[src/logic/apb_pkg.sv]
// ==========================================================
// APB bus widths and request/response structs for the timer
// Import into any block that sits on the peripheral bus
// ==========================================================

package apb_pkg;

   localparam int unsigned APB_AW = 12; // Byte address bits seen by the slave
   localparam int unsigned APB_DW = 32; // Read and write data bits

   // Master to slave, one bundle per transfer
   typedef struct packed {
      logic              psel;    // Slave selected
      logic              penable; // Second (access) cycle of the transfer
      logic              pwrite;  // 1 = write, 0 = read
      logic [APB_AW-1:0] paddr;   // Byte offset into the register map
      logic [APB_DW-1:0] pwdata;  // Write payload
   } apb_req_t;

   // Slave to master
   typedef struct packed {
      logic [APB_DW-1:0] prdata;  // Read data, valid in the access cycle
      logic              pready;  // Tied high, zero wait states
      logic              pslverr; // Unmapped offset
   } apb_rsp_t;

endpackage : apb_pkg

[src/logic/timer_pkg.sv]
// ==========================================================
// Register map, channel configuration and compare actions
// shared by the timer register file, prescalers and counters
// ==========================================================

package timer_pkg;

   localparam int unsigned CNT_W   = 32; // Counter and compare width
   localparam int unsigned CFG_W   = 16; // Implemented CFG register bits
   localparam int unsigned PRESC_W = 8;  // Prescaler divider width

   // Word offsets of the register map
   typedef enum logic [apb_pkg::APB_AW-1:0] {
      CFG_LO = 12'h000, // Lo channel configuration
      CFG_HI = 12'h004, // Hi channel configuration
      CNT_LO = 12'h008, // Lo counter value, write loads
      CNT_HI = 12'h00C, // Hi counter value, write loads
      CMP_LO = 12'h010, // Lo compare value
      CMP_HI = 12'h014  // Hi compare value
   } timer_reg_e;

   // What the counter does once it hits its compare value
   typedef enum logic {
      CMP_CLEAR = 1'b0, // Back to zero, periodic mode
      CMP_KEEP  = 1'b1  // Free running, match is only an event
   } cmp_action_e;

   // One channel's CFG register, declared MSB first
   typedef struct packed {
      logic [PRESC_W-1:0] presc_val; // Bits 15:8, divide by presc_val+1
      logic [1:0]         rsvd;      // Bits 7:6, stored and read back
      logic               cascade;   // Bit 5, lo channel only
      cmp_action_e        action;    // Bit 4
      logic               presc_en;  // Bit 3
      logic               clear;     // Bit 2, write pulse, reads as 0
      logic               irq_en;    // Bit 1
      logic               enable;    // Bit 0
   } timer_cfg_t;

endpackage : timer_pkg

[src/logic/apb_timer_regs.sv]
// ==========================================================
// APB slave and register file of the timer subsystem. Holds
// the CFG and CMP registers, reads back the live counters
// ==========================================================

`timescale 1ns/1ps

module apb_timer_regs (
   input  logic                         ref_clk_i,  // System clock
   input  logic                         reset_i,    // Sync, active high
   input  apb_pkg::apb_req_t            apb_req_i,  // Bus request
   output apb_pkg::apb_rsp_t            apb_rsp_o,  // Bus response
   output timer_pkg::timer_cfg_t        cfg_lo_o,   // Lo channel setup, clear is a pulse
   output timer_pkg::timer_cfg_t        cfg_hi_o,   // Hi channel setup, clear is a pulse
   output logic [timer_pkg::CNT_W-1:0]  cmp_lo_o,   // Lo compare value
   output logic [timer_pkg::CNT_W-1:0]  cmp_hi_o,   // Hi compare value
   output logic                         load_lo_o,  // Load strobe for lo counter
   output logic                         load_hi_o,  // Load strobe for hi counter
   output logic [timer_pkg::CNT_W-1:0]  load_val_o, // Value to load, shared
   input  logic [timer_pkg::CNT_W-1:0]  cnt_lo_i,   // Lo counter readback
   input  logic [timer_pkg::CNT_W-1:0]  cnt_hi_i    // Hi counter readback
);

   import apb_pkg::*;
   import timer_pkg::*;

   logic              access;    // Access phase of a transfer
   logic              addr_ok;   // Offset is in the register map
   logic              wr_en;     // Mapped write in access phase
   timer_reg_e        reg_sel;   // Decoded offset
   timer_cfg_t        cfg_raw;   // CFG view of the write data
   timer_cfg_t        cfg_wdata; // Same, with the clear pulse bit dropped
   timer_cfg_t        cfg_lo_q;
   timer_cfg_t        cfg_hi_q;
   logic [CNT_W-1:0]  cmp_lo_q;
   logic [CNT_W-1:0]  cmp_hi_q;
   logic [APB_DW-1:0] rdata;

   assign access  = apb_req_i.psel & apb_req_i.penable;
   assign wr_en   = access & apb_req_i.pwrite & addr_ok;
   assign reg_sel = timer_reg_e'(apb_req_i.paddr);
   assign cfg_raw = timer_cfg_t'(apb_req_i.pwdata[CFG_W-1:0]);

   always_comb begin
      cfg_wdata       = cfg_raw;
      cfg_wdata.clear = 1'b0; // Never stored
   end

   // Address decode and read mux, combinational from current state
   always_comb begin
      addr_ok = 1'b1;
      rdata   = '0;
      case (reg_sel)
         CFG_LO:  rdata = {{(APB_DW-CFG_W){1'b0}}, cfg_lo_q};
         CFG_HI:  rdata = {{(APB_DW-CFG_W){1'b0}}, cfg_hi_q};
         CNT_LO:  rdata = cnt_lo_i; // Live count
         CNT_HI:  rdata = cnt_hi_i;
         CMP_LO:  rdata = cmp_lo_q;
         CMP_HI:  rdata = cmp_hi_q;
         default: addr_ok = 1'b0;   // Unmapped, flagged as pslverr
      endcase
   end

   // Register writes land on the edge that closes the access cycle
   always_ff @(posedge ref_clk_i) begin
      if (reset_i) begin
         cfg_lo_q <= '0;
         cfg_hi_q <= '0;
         cmp_lo_q <= '0;
         cmp_hi_q <= '0;
      end else if (wr_en) begin
         case (reg_sel)
            CFG_LO:  cfg_lo_q <= cfg_wdata;
            CFG_HI:  cfg_hi_q <= cfg_wdata;
            CMP_LO:  cmp_lo_q <= apb_req_i.pwdata[CNT_W-1:0];
            CMP_HI:  cmp_hi_q <= apb_req_i.pwdata[CNT_W-1:0];
            default: ; // CNT writes leave as load strobes
         endcase
      end
   end

   // Channel setup, clear bit replaced by the write pulse
   always_comb begin
      cfg_lo_o       = cfg_lo_q;
      cfg_lo_o.clear = wr_en & (reg_sel == CFG_LO) & cfg_raw.clear;
      cfg_hi_o       = cfg_hi_q;
      cfg_hi_o.clear = wr_en & (reg_sel == CFG_HI) & cfg_raw.clear;
   end

   assign cmp_lo_o   = cmp_lo_q;
   assign cmp_hi_o   = cmp_hi_q;
   // Counters take the value on the same edge as a register write
   assign load_lo_o  = wr_en & (reg_sel == CNT_LO);
   assign load_hi_o  = wr_en & (reg_sel == CNT_HI);
   assign load_val_o = apb_req_i.pwdata[CNT_W-1:0];

   assign apb_rsp_o.prdata  = rdata;
   assign apb_rsp_o.pready  = 1'b1;               // Zero wait states
   assign apb_rsp_o.pslverr = access & ~addr_ok;  // Only in the access cycle

   // One shared load value, so only one counter may take it per cycle
   a_single_load : assert property (@(posedge ref_clk_i) disable iff (reset_i)
      !(load_lo_o && load_hi_o));

endmodule : apb_timer_regs

[src/logic/timer_prescaler.sv]
// ==========================================================
// Clock prescaler for one timer channel. Emits a tick every
// presc_val+1 cycles, or every cycle when bypassed
// ==========================================================

`timescale 1ns/1ps

module timer_prescaler (
   input  logic                  ref_clk_i, // System clock
   input  logic                  reset_i,   // Sync, active high
   input  timer_pkg::timer_cfg_t cfg_i,     // Channel setup
   output logic                  tick_o     // Count enable for the counter
);

   import timer_pkg::*;

   logic [PRESC_W-1:0] div_q;   // Cycles since the last tick
   logic               div_end; // Divider reached its terminal count

   // >= so a smaller presc_val written mid-count takes effect at once
   assign div_end = (div_q >= cfg_i.presc_val);

   always_ff @(posedge ref_clk_i) begin
      if (reset_i) begin
         div_q <= '0;
      end else if (!cfg_i.enable || cfg_i.clear || !cfg_i.presc_en) begin
         div_q <= '0; // Restart, first tick after presc_val+1 cycles
      end else if (div_end) begin
         div_q <= '0;
      end else begin
         div_q <= div_q + 1'b1;
      end
   end

   assign tick_o = cfg_i.enable & (~cfg_i.presc_en | div_end);

   // Disabled channel never counts
   a_no_tick_disabled : assert property (@(posedge ref_clk_i) disable iff (reset_i)
      !cfg_i.enable |-> !tick_o);

   // Divider restarts on enable, so no early tick with a real divide
   a_restart_on_enable : assert property (@(posedge ref_clk_i) disable iff (reset_i)
      $rose(cfg_i.enable) && cfg_i.presc_en && (cfg_i.presc_val != '0) |-> !tick_o);

endmodule : timer_prescaler

[src/logic/timer_counter.sv]
// ==========================================================
// Counter of one timer channel. Counts on ticks, loads from
// the bus, raises irq on compare match and wrap on overflow
// ==========================================================

`timescale 1ns/1ps

module timer_counter (
   input  logic                         ref_clk_i,  // System clock
   input  logic                         reset_i,    // Synchronous active high reset
   input  timer_pkg::timer_cfg_t        cfg_i,      // Channel setup
   input  logic [timer_pkg::CNT_W-1:0]  cmp_i,      // Compare value
   input  logic                         tick_i,     // Count enable
   input  logic                         load_i,     // Bus write to CNT
   input  logic [timer_pkg::CNT_W-1:0]  load_val_i, // Value to load
   output logic [timer_pkg::CNT_W-1:0]  cnt_o,      // Current count
   output logic                         wrap_o,     // One-cycle pulse from all ones to zero
   output logic                         irq_o       // One-cycle compare match event
);

   import timer_pkg::*;

   logic [CNT_W-1:0] cnt_q;
   logic             count_en; // Tick not overridden by load or clear
   logic             match;    // Counting step that hits the compare value
   logic             irq_q;
   logic             wrap_q;

   // Priority is load, then clear, then tick
   assign count_en = tick_i & ~load_i & ~cfg_i.clear;
   assign match    = count_en & (cnt_q == cmp_i);

   always_ff @(posedge ref_clk_i) begin
      if (reset_i) begin
         cnt_q <= '0;
      end else if (load_i) begin
         cnt_q <= load_val_i;
      end else if (cfg_i.clear) begin
         cnt_q <= '0;
      end else if (match && (cfg_i.action == CMP_CLEAR)) begin
         cnt_q <= '0; // Periodic mode restarts
      end else if (count_en) begin
         cnt_q <= cnt_q + 1'b1; // Wraps naturally past all ones
      end
   end

   // Event pulses line up with the count update they belong to
   always_ff @(posedge ref_clk_i) begin
      if (reset_i) begin
         irq_q  <= 1'b0;
         wrap_q <= 1'b0;
      end else begin
         irq_q  <= match & cfg_i.irq_en;
         wrap_q <= count_en & (&cnt_q); // Step out of all ones
      end
   end

   assign cnt_o  = cnt_q;
   assign wrap_o = wrap_q;
   assign irq_o  = irq_q;

   // Back-to-back irq only while a periodic count sits at zero
   a_irq_pulse : assert property (@(posedge ref_clk_i) disable iff (reset_i)
      irq_o |=> !irq_o || $past(cnt_q == '0));

   // Masked channel stays silent
   a_irq_masked : assert property (@(posedge ref_clk_i) disable iff (reset_i)
      irq_o |-> $past(cfg_i.irq_en));

endmodule : timer_counter

[src/logic/apb_timer_ss.sv]
// ==========================================================
// APB timer subsystem top. Register file, lo and hi channels
// each with prescaler and counter, optional 64-bit cascade
// ==========================================================

`timescale 1ns/1ps

module apb_timer_ss (
   input  logic              ref_clk_i, // System clock
   input  logic              reset_i,   // Sync, active high
   input  apb_pkg::apb_req_t apb_req_i, // Processor bus request
   output apb_pkg::apb_rsp_t apb_rsp_o, // Processor bus response
   output logic              irq_lo_o,  // Lo compare event
   output logic              irq_hi_o   // Hi compare event
);

   import timer_pkg::*;

   timer_cfg_t       cfg_lo;
   timer_cfg_t       cfg_hi;
   logic [CNT_W-1:0] cmp_lo;
   logic [CNT_W-1:0] cmp_hi;
   logic [CNT_W-1:0] cnt_lo;
   logic [CNT_W-1:0] cnt_hi;
   logic [CNT_W-1:0] load_val;
   logic             load_lo;
   logic             load_hi;
   logic             tick_lo;
   logic             tick_hi;    // From the hi prescaler
   logic             tick_hi_en; // What actually advances the hi counter
   logic             wrap_lo;

   apb_timer_regs regs (
      .ref_clk_i  (ref_clk_i),
      .reset_i    (reset_i),
      .apb_req_i  (apb_req_i),
      .apb_rsp_o  (apb_rsp_o),
      .cfg_lo_o   (cfg_lo),
      .cfg_hi_o   (cfg_hi),
      .cmp_lo_o   (cmp_lo),
      .cmp_hi_o   (cmp_hi),
      .load_lo_o  (load_lo),
      .load_hi_o  (load_hi),
      .load_val_o (load_val),
      .cnt_lo_i   (cnt_lo),
      .cnt_hi_i   (cnt_hi)
   );

   timer_prescaler prescaler_lo (
      .ref_clk_i (ref_clk_i),
      .reset_i   (reset_i),
      .cfg_i     (cfg_lo),
      .tick_o    (tick_lo)
   );

   timer_prescaler prescaler_hi (
      .ref_clk_i (ref_clk_i),
      .reset_i   (reset_i),
      .cfg_i     (cfg_hi),
      .tick_o    (tick_hi)
   );

   // 64-bit mode, hi advances once per lo overflow
   assign tick_hi_en = cfg_lo.cascade ? wrap_lo : tick_hi;

   timer_counter counter_lo (
      .ref_clk_i  (ref_clk_i),
      .reset_i    (reset_i),
      .cfg_i      (cfg_lo),
      .cmp_i      (cmp_lo),
      .tick_i     (tick_lo),
      .load_i     (load_lo),
      .load_val_i (load_val),
      .cnt_o      (cnt_lo),
      .wrap_o     (wrap_lo),
      .irq_o      (irq_lo_o)
   );

   timer_counter counter_hi (
      .ref_clk_i  (ref_clk_i),
      .reset_i    (reset_i),
      .cfg_i      (cfg_hi),
      .cmp_i      (cmp_hi),
      .tick_i     (tick_hi_en),
      .load_i     (load_hi),
      .load_val_i (load_val),
      .cnt_o      (cnt_hi),
      .wrap_o     (), // Top of the 64-bit chain, overflow unused
      .irq_o      (irq_hi_o)
   );

endmodule : apb_timer_ss

[config.mk]
export PLATFORM = sky130hd
export DESIGN_NAME = apb_timer_ss
export DESIGN_NICKNAME = d
export VERILOG_FILES = /design/src/logic/apb_pkg.sv /design/src/logic/timer_pkg.sv /design/src/logic/apb_timer_regs.sv /design/src/logic/timer_prescaler.sv /design/src/logic/timer_counter.sv /design/src/logic/apb_timer_ss.sv
export SDC_FILE = /design/constraint.sdc
export NUM_CORES = 1
export LEC_CHECK = 0
export BUFFER_PORTS_ARGS = -buffer_cell sky130_fd_sc_hd__buf_2
export CORE_MARGIN = 2
export CORE_UTILIZATION = 60
export CTS_CLUSTER_DIAMETER = 50
export DETAILED_ROUTE_END_ITERATION = 6
export GPL_TIMING_DRIVEN = 0
export PLACE_DENSITY = 0.89
export RECOVER_POWER = 25
export SYNTH_ARGS = -nofsm -noshare
export SYNTH_HDL_FRONTEND = slang
export SYNTH_SLANG_ARGS = --single-unit
[constraint.sdc]
create_clock -name ref_clk_i -period 3.4 [get_ports ref_clk_i]
set_input_delay 0.17 -clock ref_clk_i [delete_from_list [all_inputs] [get_ports ref_clk_i]]
set_output_delay 0.17 -clock ref_clk_i [all_outputs]
set_load 0.02 [all_outputs]
Word level (Yosys, flattened, before mapping)
Cells that the tools add are included.
- bits in registers: 177
- input port bits: 49
- output and inout port bits: 36
- word-level logic and storage cells: 100
- $add $sub $neg: 4
- $lt $le $gt $ge: 2
- equality and inequality tests: 7
- mux-type cells: 11
- bitwise logic cells: 32
- reductions and logical operators: 21
- operators by type and width (kind ; number):
    2-to-1 mux 32 bit ; 8
    one-hot mux 32 bit (6 select lines) ; 1
    adder 32 x 1 -> 32 bit (second input constant) ; 2
    equality test 32 bit ; 2
    AND reduction 32 bit ; 1
    equality test 12 x 4 -> 1 bit (second input constant) ; 2
    equality test 12 x 5 -> 1 bit (second input constant) ; 2
    bitwise AND 1 bit ; 21
    adder 8 x 1 -> 8 bit (second input constant) ; 2
    >= comparator 8 bit ; 2
    equality test 12 x 3 -> 1 bit (second input constant) ; 1
    logical NOT 12 bit ; 1
    inverter 1 bit ; 9
    AND reduction 2 bit ; 4
    nonzero test 4 bit ; 2
    OR reduction 3 bit ; 2
    OR reduction 6 bit ; 1
    logical NOT 1 bit ; 4
    logical OR 1 bit ; 4
    logical AND 1 bit ; 2
    2-to-1 mux 1 bit ; 2
    OR 1 bit ; 2

Longest topological paths before layout
Gate-level depths: netlist of run 1.
- depth in word-level cells: 13
- depth in mapped cells: 10
- depth with buffers taken out: 9

Hierarchy
From an unflattened synthesis of run 1, not the netlist that was laid out.
- cell total of the unflattened synthesis: 1393
- area, all modules: 11437.2 um^2
- by module, submodules not included (module ; times used ; cells each ; area each (um^2) ; sequential area each (um^2)):
    timer_counter ; 2 ; 353 ; 2670.1 ; 680.7
    apb_timer_regs ; 1 ; 562 ; 4943.5 ; 1881.8
    timer_prescaler ; 2 ; 62 ; 569.3 ; 160.2
    apb_timer_ss ; 1 ; 1 ; 15.0 ; 0.0

Worst setup path before layout of run 1
Ideal clock, no wire load.
- path kind: register to register
- start: register regs.cfg_hi_q, in the netlist regs.cfg_hi_o[13]
- end: register counter_hi.cnt_q[16], in the netlist counter_hi.cnt_o[16]
- library setup time: 78 ps
- arrival: 2612 ps
- data required time: 3322 ps
- setup slack: 710 ps
- stages on the path, launching flop included: 11
- buffers on the path: 1
- period minus slack after synthesis: 2690 ps
- cell sequence: dfxtp_1 -> inv_1 -> ha_1 -> a211oi_1 -> nor2_1 -> a2111oi_2 -> nor2_1 -> a21oi_1 -> clkbuf_1 -> a221oi_1 -> nor3_1
- cells in the longest elaborated chain, start to end: 11
- elaborated cells on any way between the ends: 12
- classes of those cells: order compare: 1; mux: 4; bitwise: 5; reduce/logical: 2
- ends and longest elaborated chain (item ; RTL line ; source):
    start, declared ; apb_timer_regs.sv:34 ; timer_cfg_t cfg_hi_q;
    start signal, assigned ; apb_timer_regs.sv:74 ; CFG_HI: cfg_hi_q <= cfg_wdata;
    >= comparator 8 bit * ; timer_prescaler.sv:21 ; assign div_end = (div_q >= cfg_i.presc_val);
    OR 1 bit * ; timer_prescaler.sv:35 ; assign tick_o = cfg_i.enable & (~cfg_i.presc_en | div_end);
    bitwise AND 1 bit * ; timer_prescaler.sv:35 ;
    2-to-1 mux 1 bit * ; apb_timer_ss.sv:64 ; assign tick_hi_en = cfg_lo.cascade ? wrap_lo : tick_hi;
    bitwise AND 1 bit * (2 in series) ; timer_counter.sv:30 ; assign count_en = tick_i & ~load_i & ~cfg_i.clear;
    bitwise AND 1 bit ; timer_counter.sv:31 ; assign match = count_en & (cnt_q == cmp_i);
    logical AND 1 bit ; timer_counter.sv:40 ; end else if (match && (cfg_i.action == CMP_CLEAR)) begin
    2-to-1 mux 32 bit ; timer_counter.sv:40 ;
    2-to-1 mux 32 bit ; timer_counter.sv:38 ; end else if (cfg_i.clear) begin
    2-to-1 mux 32 bit ; timer_counter.sv:36 ; end else if (load_i) begin
    end signal, assigned ; timer_counter.sv:37 ; cnt_q <= load_val_i;
    end signal, assigned ; timer_counter.sv:43 ; cnt_q <= cnt_q + 1'b1;
    end, declared ; timer_counter.sv:23 ; logic [CNT_W-1:0] cnt_q;
Mark *: on every way between the ends. The rest lies on a longest branch, timed or not.
A chain may end at the register's enable or synchronous reset.

Final worst setup path of run 1
- start: register counter_lo.cnt_q[2], in the netlist counter_lo.cnt_o[2]
- end: register counter_lo.cnt_q[29], in the netlist counter_lo.cnt_o[29]
- cells in the longest elaborated chain, start to end: 6
- elaborated cells on any way between the ends: 9
- classes of those cells: add/sub: 1; eq/ne: 1; mux: 4; bitwise: 1; reduce/logical: 2
- ends and longest elaborated chain (item ; RTL line):
    start, declared ; timer_counter.sv:23
    start signal, assigned ; timer_counter.sv:37
    start signal, assigned ; timer_counter.sv:43
    branches (longest 6 deep; another with adder 32 x 1 -> 32 bit) ; n/a
Several ways; the timed one is not identified. The select of a mux whose other input is x is not followed.

==> results.md, run 1 <==
* Status: finished, violations left
* Failing checks: DRC, setup timing
* CP max-delay cell: nor4_1
* CTS sink cnt at 177
* Final Hold Fails at 0
* Vias in the first global route at 10356
* Worst Tran Pin Value at 1250 ps
* Reg-to-reg slack, setup at -10 ps
* DR iter-0 viols at between 2000 and 2500
* Syn-to-layout area delta at 13.0%
* Via density at between 6 and 7
* Setup WS pre-CTS at -362 ps
* Clock skew at ~12 ps
* CTS tree: yes
* Row cnt at 47
* Worst min path class: input pin to register
* Most common cell on crit path: nand4_1
* Critical path class: register to register
* Critical path data arrival time at 3770 ps
* Post-Syn Nets at 1376
* Most used DFF post-synth: dfxtp_1
* Synth warn at 0
* CTS Hold Bufs at 0
* Crit path time final at 3410 ps
* Startpoint types: register
* CTS Buffer Depth at 2
* Average wire per standard cell at 22.8 µm
* Die area at 18200 µm²
* Final setup fails at 1
* Core ar. at about 17000 µm²
* Power Dens Cells at 365 nW/µm²
* Clk Latency, worst-skew pair at 440 ps
* Most frequent cells in the layout: nand2_1 (186), dfxtp_1 (177), nor2_1 (116)
* Max Cap Viol at 0
* R2R depth at 8
* Post-DP HPWL at 27.3 mm
* Reg2reg start: counter_lo.cnt_o[2]$_SDFFE_PP0P_
* Hold path startpoint: apb_req_i[29]
* Fin util at 69.6%
* Htree depth at 4
* Syn Inst Count at roughly 1300
* RePlAce Congestion at 1.01
* Yosys reg bits at 177
* CP max FO at 10
* Peak VDD IR at ~0.38 mV
* Share of layout cells above drive strength 1 at between 10% and 20%
* Crit end category: register
* Routed wire length at approximately 38 mm
* Commonest non-fill, non-tap cell in the layout: nand2_1
* Critical-path cell list: clkbuf_1 -> nand4_1 -> nor4_1 -> nand4_1 -> or3_1 -> a21oi_1 -> o21ai_0 -> a211oi_1
* Drt pass-1 iters at 7
* FILL cells at 1321
* Setup TNS at -11.6 ps
* Cell taking the most area after synthesis: dfxtp_1
* Root Driver: clkbuf_16
* Hold EP: regs.cmp_hi_o[29]$_SDFFE_PP0P_
* Share of the synthesized area in the top cell type at 34.5%
* Hold path depth at 3
* RSZ-0062 raised after global routing: true
* Post-synth EDFFs at 0
* Antenna violations before repair at 1
* Vias at 11084
* Die span in y at 135 µm
* Mapped Area at 10300 µm²
* Slew Limit Fails at 0
* Largest net degree at the start of global routing at 17
* Port-buffer cells at 80
* Setup WS post-layout at -11.6 ps
* Slowest stage delay, CP at 1080 ps
* Crit Reg-Reg Endpoint: counter_lo.cnt_o[29]$_SDFFE_PP0P_
* Part of the cycle the worst path needs at 100%
* Pleak at 4.46 nW
* IO Count at 85
* Total GRT Usage at between 40% and 50%
* GRT Residual Overflow at 0
* WP data required at 3750 ps
* Final nets at 1479
* Sequential element share of the synthesized area at 34.5%
* Post-route ant nets at 0
* CTS buffer count at 17
* Post-synth ARST share at 0%
* Synthesized area per cell at 7.85 µm²
* Initial Util at 61.6%
* Clk pin slew, worst setup/hold paths at approximately 70 ps
* First-pass GRT wire length at between 50 and 60 mm
* Drt drc at 2
* Relative slew slack at 16.1%
* Largest cells by area after synthesis: dfxtp_1 (35%), xor2_1 (7.7%), nand2_1 (6.8%)
* DIE WIDTH at 135 µm
* Fmax at between 200 and 300 MHz
* Synth cell types at 64
==> power by group <==
group	leakage [nW]	total [W]	internal [W]	switching, W
Sequential	1.42	0.00207	0.00207	0.000000255
Combinational	2.75	0.000203	0.0000481	0.000155
Clock	0.277	0.00196	0.00110	0.000856
Total	4.46	0.00423	0.00322	0.00101
==> Yosys cell counts (19+ instances only) <==
cell type    n
nand2_1    186
dfxtp_1    177
nor2_1     116
a21oi_1     98
xor2_1      90
clkbuf_1    89
mux2i_1     65
a22oi_1     54
o21ai_0     52
nor3_1      41
nand3_1     40
nor4_1      32
inv_1       27
ha_1        20
a221o_1     19
and3_1      19
nand4_1     19
==> state kept, by name, indices dropped and copies added, names as in the netlist <==
register	cells
prescaler_lo.div_q	8
regs.cfg_lo_o	15
regs.cmp_lo_o	32
regs.cfg_hi_o	15
counter_lo.irq_o	1
counter_hi.irq_o	1
regs.cmp_hi_o	32
counter_lo.cnt_o	32
prescaler_hi.div_q	8
counter_hi.cnt_o	32
counter_lo.wrap_o	1
==> cell type report <==
| cell class | instances | area [µm²] | area share [%] |
|---|---|---|---|
| Antenna cell | 1 | 2.50 | 0.0216 |
| Buffer | 107 | 445 | 3.84 |
| Clock buffer | 23 | 498 | 4.30 |
| Clock inverter | 9 | 80.1 | 0.691 |
| Inverter | 27 | 101 | 0.874 |
| Multi-Input combinational cell | 996 | 6220 | 53.6 |
| Sequential cell | 177 | 3540 | 30.6 |
| Tap cell | 220 | 275 | 2.38 |
| Timing Repair Buffer | 84 | 428 | 3.69 |
==> critical path: cells and delay by family (launching register included) <==
kind,cells,cell delay [ps]
AND/OR/NAND/NOR,4,2120
flip-flops,1,350
AO/OA/AOI/OAI,3,470
buffers and inverters,1,400
==> routing by layer <==
layer	track usage, %	vias up	part of all wire (%)
met5	0	-	0
li1	-	4884	-
met4	23.9	0	6.6
met1	52.6	5036	36
met3	11.8	219	15
met2	60.7	945	42
==> worst max-delay path by stage <==
| stage | start | endpoint | slack [ps] |
|---|---|---|---|
| final | counter_lo.cnt_o[2]$_SDFFE_PP0P_ | counter_lo.cnt_o[29]$_SDFFE_PP0P_ | -10 |
| after global placement | apb_req_i[41] | apb_rsp_o[30] | -330 |
| after floorplan | regs.cfg_hi_o[13]$_SDFFE_PP0N_ | counter_hi.cnt_o[16]$_SDFFE_PP0P_ | 710 |
| after global routing | counter_lo.cnt_o[2]$_SDFFE_PP0P_ | counter_lo.cnt_o[29]$_SDFFE_PP0P_ | -70 |
| after CTS | apb_req_i[41] | apb_rsp_o[30] | 40 |
| after detailed placement | apb_req_i[41] | apb_rsp_o[30] | -360 |
==> logic make-up (layout without fill, tap and decap cells) <==
group	Yosys count	count (layout)	synth area share, %
muxes	65	65	6.34
and+or+nand+nor	521	521	24.3
AOI/OAI and AO/OA	291	291	18.7
other	1	2	0.0366
buffers and inverters	134	250	5.33
DFF	177	177	34.5
xor gates and xnor gates	98	98	8.37
adders and majority gates	20	20	2.44
==> through the flow <==
stage	total power (W)	hold slack, ps	instance area, µm²	instances
2_1_floorplan	0.00219	306	10300	1307
3_3_place_gp	0.00230	442	10900	1607
3_5_place_dp	0.00230	447	10900	1607
4_1_cts	0.00419	27.1	11500	1639
5_1_grt	0.00429	54.5	11600	1643
6_report	0.00423	38.1	11600	1644
==> timing repair <==
action                                  4_1_cts  5_1_grt
gates cloned                                  0        0
gates resized for setup                       3        7
endpoints found under the setup margin       37       55
pin swaps                                     0        1
setup buffers                                 0        4
Note: power is estimated with default switching activity, not from simulation.
==> run 2: changes to the inputs <==
CELL_PAD_IN_SITES_DETAIL_PLACEMENT = 0   (was default)
CELL_PAD_IN_SITES_GLOBAL_PLACEMENT = 1   (was default)
CORE_UTILIZATION = 45   (was 60)
HOLD_SLACK_MARGIN = 0.03   (was default)
==> run 2 against run 1 <==
  * The run now ends clean
  * Clock skew grew 3.4 ps
  * Non-clock buffer count up 1
  * Routed wire length rose by 0.65%
  * Maximum frequency up 3.5%
  * Critical path type unchanged
  * Largest power group unchanged
  * Highest routed layer unchanged
==> results.md, run 2 (synthesis results as in run 1) <==
* Relative slew slack at 25.2%
* First-pass GRT wire length at 55.5 mm
* Final nets at 1480
* Average wire per standard cell at 22.1 µm
* Final setup fails at 0
* Initial Util at 45.6%
* Vias at ~10000
* GRT Residual Overflow at 0
* Part of the cycle the worst path needs at 97.0%
* Root Driver: clkbuf_16
* Worst Tran Pin Value at 1110 ps
* DR iter-0 viols at between 900 and 1000
* Vias in the first global route at 9361
* WP data required at about 3700 ps
* Fmax at 303 MHz
* Peak VDD IR at about 0.23 mV
* Commonest non-fill, non-tap cell in the layout: nand2_1
* Clock skew at 15.2 ps
* Total GRT Usage at a little under a third
* Startpoint types: register
* Crit path time final at 3300 ps
* Critical path data arrival time at about 3600 ps
* CTS Buffer Depth at 2
* RSZ-0062 raised after global routing: false
* Die area at 24000 µm²
* Syn-to-layout area delta at 14.0%
* FILL cells at 2187
* Crit end category: register
* Power Dens Cells at 368 nW/µm²
* Antenna violations before repair at 0
* Via density at 6.08
* CTS sink cnt at 177
* Critical path class: register to register
* Drt pass-1 iters at 6
* Slew Limit Fails at 0
* Share of layout cells above drive strength 1 at approximately a tenth
* DIE WIDTH at 155 µm
* ANT cells at 0
* CTS tree: yes
* Drt drc at 0
* Largest net degree at the start of global routing at 17
* Die span in y at 155 µm
* Core ar. at around 23000 µm²
* Max Cap Viol at 0
* Most frequent cells in the layout: nand2_1 (186), dfxtp_1 (177), nor2_1 (116)
* Clk Latency, worst-skew pair at 450 ps
* Port-buffer cells at 80
* RePlAce Congestion at 0.992
* CTS buffer count at 17
* Setup TNS at 0 ps
* Post-DP HPWL at 28.8 mm
* Worst min path class: input pin to register
* Pleak at 4.45 nW
* Layout Cells excl Fill at 1708
* IO Count at 85
* Htree depth at 4
* Final Hold Fails at 0
* Clk pin slew, worst setup/hold paths at about 70 ps
* Routed wire length at 37.7 mm
* Status: complete, no violations
* Post-route ant nets at 0
* Row cnt at 55
* CP max FO at 10
* # placed instances at 1672
-- run 2: cell count changes in the layout (fill, tap and decap cells not counted), sizes merged --
cell | previous run | this run
buf | 95 | 94
bufinv | 1 | 2
clkinvlp | 4 | 3
diode | 1 | 0
dlygate4sd3 | 0 | 1
-- run 2: through the flow --
stage	hold WS, ps	cell area, µm²	setup slack [ps]	utilization [%]	total power (W)
3_5_place_dp	451	11000	-373	48.9	0.00231
6_report	43.5	11700	103	52.0	0.00430
4_1_cts	38.0	11600	39.5	51.7	0.00428
2_1_floorplan	306	10300	710	-	0.00219
3_3_place_gp	442	11000	-363	48.9	0.00231
5_1_grt	50.6	11700	46.3	52.0	0.00438
-- run 2: final cells by class --
class | instances | area, µm² | area share, %
repair buffers | 85 | 438 | 3.75
well taps | 285 | 357 | 3.05
clock buffers | 22 | 484 | 4.14
flip-flops and latches | 177 | 3540 | 30.3
inverters | 27 | 101 | 0.867
multi-input cells | 996 | 6230 | 53.3
plain buffers | 107 | 434 | 3.71
clock inverters | 9 | 106 | 0.910
-- run 2: worst paths after layout --
path	from	end	slack [ps]	depth (start not counted)
setup / recovery	counter_lo.cnt_o[8]$_SDFFE_PP0P_	counter_lo.cnt_o[3]$_SDFFE_PP0P_	100	9
hold / removal	apb_req_i[25]	regs.cmp_hi_o[25]$_SDFFE_PP0P_	40	3
setup reg to reg	counter_lo.cnt_o[8]$_SDFFE_PP0P_	counter_lo.cnt_o[3]$_SDFFE_PP0P_	100	9
hold reg to reg	regs.cfg_hi_o[5]$_SDFFE_PP0N_	regs.cfg_hi_o[5]$_SDFFE_PP0N_	460	2
-- run 2: worst max-delay path, cell delays in order, from the launching register on --
cell,delay (ps)
dfxtp_1,310
clkbuf_1,380
xor2_1,230
nor4_1,520
nand4_1,220
nor3_2,520
a21oi_1,250
clkbuf_1,380
a22oi_1,250
nor3_1,80
-- run 2: per-layer routing --
metal	global-route usage (%)	vias up	wire, µm
li1	-	4901	-
met1	41.5	4892	16000
met2	47.4	494	16400
met3	5.77	95	3650
met4	14.8	0	1650
met5	0	-	0
-- run 2: where the power goes --
part	switching, W	internal [W]
registers	0.000000340	0.00207
clock network	0.000869	0.00115
logic	0.000152	0.0000489
total	0.00102	0.00328
-- run 2: what timing repair did --
item	4_1_cts	5_1_grt
resized for setup	4	8
pin swaps	0	1
buffers inserted	0	4
hold buffers	1	0
endpoints found under the setup margin	53	47
hold endpoints to repair	1	0
==> run 3: changes to the inputs <==
--- a/config.mk
+++ b/config.mk
@@ -16,5 +16,5 @@
 export HOLD_SLACK_MARGIN = 0.03
 export PLACE_DENSITY = 0.89
-export RECOVER_POWER = 25
+export RECOVER_POWER = 100
 export SYNTH_ARGS = -nofsm -noshare
 export SYNTH_HDL_FRONTEND = slang
==> constraint.sdc (replaced) <==
create_clock -name ref_clk_i -period 3.4 [get_ports ref_clk_i]
set_input_delay 0.17 -clock ref_clk_i [delete_from_list [all_inputs] [get_ports ref_clk_i]]
set_output_delay 0.17 -clock ref_clk_i [all_outputs]
set_load 0.005 [all_outputs]
==> run 3 against run 2 <==
  * Sequential share of layout area is 0.14 points higher
  * Global-route usage barely moved
  * Flip-flop and latch count stayed put
  * Critical path depth did not move
  * Power decreased by 0.22%
  * First-iteration DRC count increased by 9.3%
  * Register-to-register slack got worse by 40 ps
  * Maximum frequency shrank 1.3%
  * Clock power about the same
==> results.md, run 3 (synthesis results as in run 1) <==
* Status: complete, no violations
* Clk Latency, worst-skew pair at between 400 and 500 ps
* ANT cells at 0
* Clock skew at 13.3 ps
* Power Dens Cells at 368 nW/µm²
* Drt drc at 0
* Initial Util at a little under half
* First-pass GRT wire length at approximately 56 mm
* Fmax at 299 MHz
* Max Cap Viol at 0
* Part of the cycle the worst path needs at a little over nine tenths
* Drt pass-1 iters at 7
* Peak VDD IR at roughly 0.23 mV
* GRT Residual Overflow at 0
* Layout Cells excl Fill at 1706
* Root Driver: clkbuf_16
* Share of layout cells above drive strength 1 at 8.73%
* Port-buffer cells at 80
* Most frequent cells in the layout: nand2_1 (186), dfxtp_1 (177), nor2_1 (116)
* Hold Slack at 48.6 ps
* Critical-path cell list: clkbuf_1 -> xor2_1 -> nor4_1 -> nand4_1 -> nor3_2 -> a21oi_1 -> clkbuf_1 -> a22oi_1 -> nor3_1
* CTS sink cnt at around 180
* Vias at 10353
* Post-DP HPWL at 28.8 mm
* Buffer and inverter count on the worst path at 2
* Row cnt at 55
* Critical path depth at 9
* Htree depth at 4
* Hold EP: regs.cmp_hi_o[18]$_SDFFE_PP0P_
* CP max FO at 10
* IO Count at 85
* Core ar. at 22500 µm²
* Die area at 24000 µm²
* Via density at 6.07
* RePlAce Congestion at 0.992
* Dpl cell area at 11000 µm²
* Slowest stage delay, CP at 550 ps
* Hold path startpoint: apb_req_i[18]
* CTS Buffer Depth at 2
* Syn-to-layout area delta at 13.5%
* Die span in y at 155 µm
* Critical path data arrival time at 3640 ps
* Reg-to-reg slack, setup at between 50 and 60 ps
* Slew Limit Fails at 0
* FILL cells at 2203
* DIE WIDTH at approximately 150 µm
* Startpoint types: register
* Clk pin slew, worst setup/hold paths at 70 ps
* Crit path time final at 3340 ps
* Most common cell on crit path: clkbuf_1
* Antenna violations before repair at 0
* Routed wire length at about 38 mm
* # placed instances at 1672
* Relative slew slack at 21.9%
* Final setup fails at 0
* Post-route ant nets at 0
* Setup WS pre-CTS at -321 ps
* Pleak at 4.34 nW
* Vias in the first global route at between 9000 and 10000
* Final nets at about 1500
* Worst Tran Pin Value at 1160 ps
* R2R depth at 9
* Average wire per standard cell at 22.0 µm
* Final Hold Fails at 0
* Worst min path class: input pin to register
* Largest net degree at the start of global routing at 17
* Reg2reg start: counter_lo.cnt_o[8]$_SDFFE_PP0P_
* Crit end category: register
* DR iter-0 viols at between 1000 and 1500
* Total GRT Usage at a little under a third
* Design area at approximately 12000 µm²
* Commonest non-fill, non-tap cell in the layout: nand2_1
* Largest delay share family, worst path: simple AND/OR/NAND/NOR gates
* CP max-delay cell: nor4_1
* Setup WS post-layout at 59.2 ps
* WP data required at 3700 ps
* Crit Reg-Reg Endpoint: counter_lo.cnt_o[3]$_SDFFE_PP0P_
* CTS buffer count at 17
* CTS tree: yes
* RSZ-0062 raised after global routing: false
* Hold path depth at 3
* Critical path class: register to register
[run 3: tightest hold or removal path, delay by kind of cell]
kind | cells | cell delay, ps
and+or+nand+nor | 1 | 60
AOI/OAI and AO/OA | 1 | 50
buffers and inverters | 1 | 150
[run 3: area by class of cell]
class                      instances  area (µm²)  area share [%]
sequential                       177        3540            30.4
tap                              285         357            3.06
clock buffer                      22         484            4.16
clock inverter                     9         106           0.914
multi-input combinational        996        6210            53.4
buffer                           107         435            3.74
inverter                          27         101           0.871
timing repair buffer              83         397            3.41
[run 3: where the power goes]
part           internal (W)  total (W)  switching, W
Sequential          0.00207    0.00207   0.000000257
Combinational     0.0000483   0.000198      0.000150
Clock               0.00115    0.00202      0.000862
Total               0.00328    0.00429       0.00101
[run 3: worst max-delay path by stage]
stage                                                 from                                 to
after floorplan             regs.cfg_hi_o[13]$_SDFFE_PP0N_  counter_hi.cnt_o[16]$_SDFFE_PP0P_
after global placement                       apb_req_i[41]                      apb_rsp_o[30]
after detailed placement                     apb_req_i[41]                      apb_rsp_o[30]
after CTS                                    apb_req_i[41]                      apb_rsp_o[30]
after global routing                         apb_req_i[37]                      apb_rsp_o[17]
final                     counter_lo.cnt_o[8]$_SDFFE_PP0P_   counter_lo.cnt_o[3]$_SDFFE_PP0P_
[run 3: stage by stage]
stage / total power (W) / util (%) / TNS [ps]
floorplan: 0.00219 / - / 0
global placement: 0.00231 / 48.9 / -6860
detailed placement: 0.00231 / 48.9 / -8480
CTS: 0.00428 / 51.7 / 0
global route: 0.00438 / 51.7 / 0
finish: 0.00429 / 51.7 / 0
[run 3: repair_timing]
action,CTS,global route
setup buffers,0,2
resized for setup,3,8
endpoints found under the setup margin,50,48
pin swaps,0,1
hold buffers,1,0
hold endpoints to repair,1,0
[run 3: metal layers]
metal | up-vias | track usage [%] | part of all wire (%)
li1 | 4886 | - | -
met1 | 4880 | 41.5 | 43
met2 | 487 | 47.4 | 44
met3 | 100 | 5.77 | 9.1
met4 | 0 | 14.8 | 4.5
met5 | - | 0 | 0
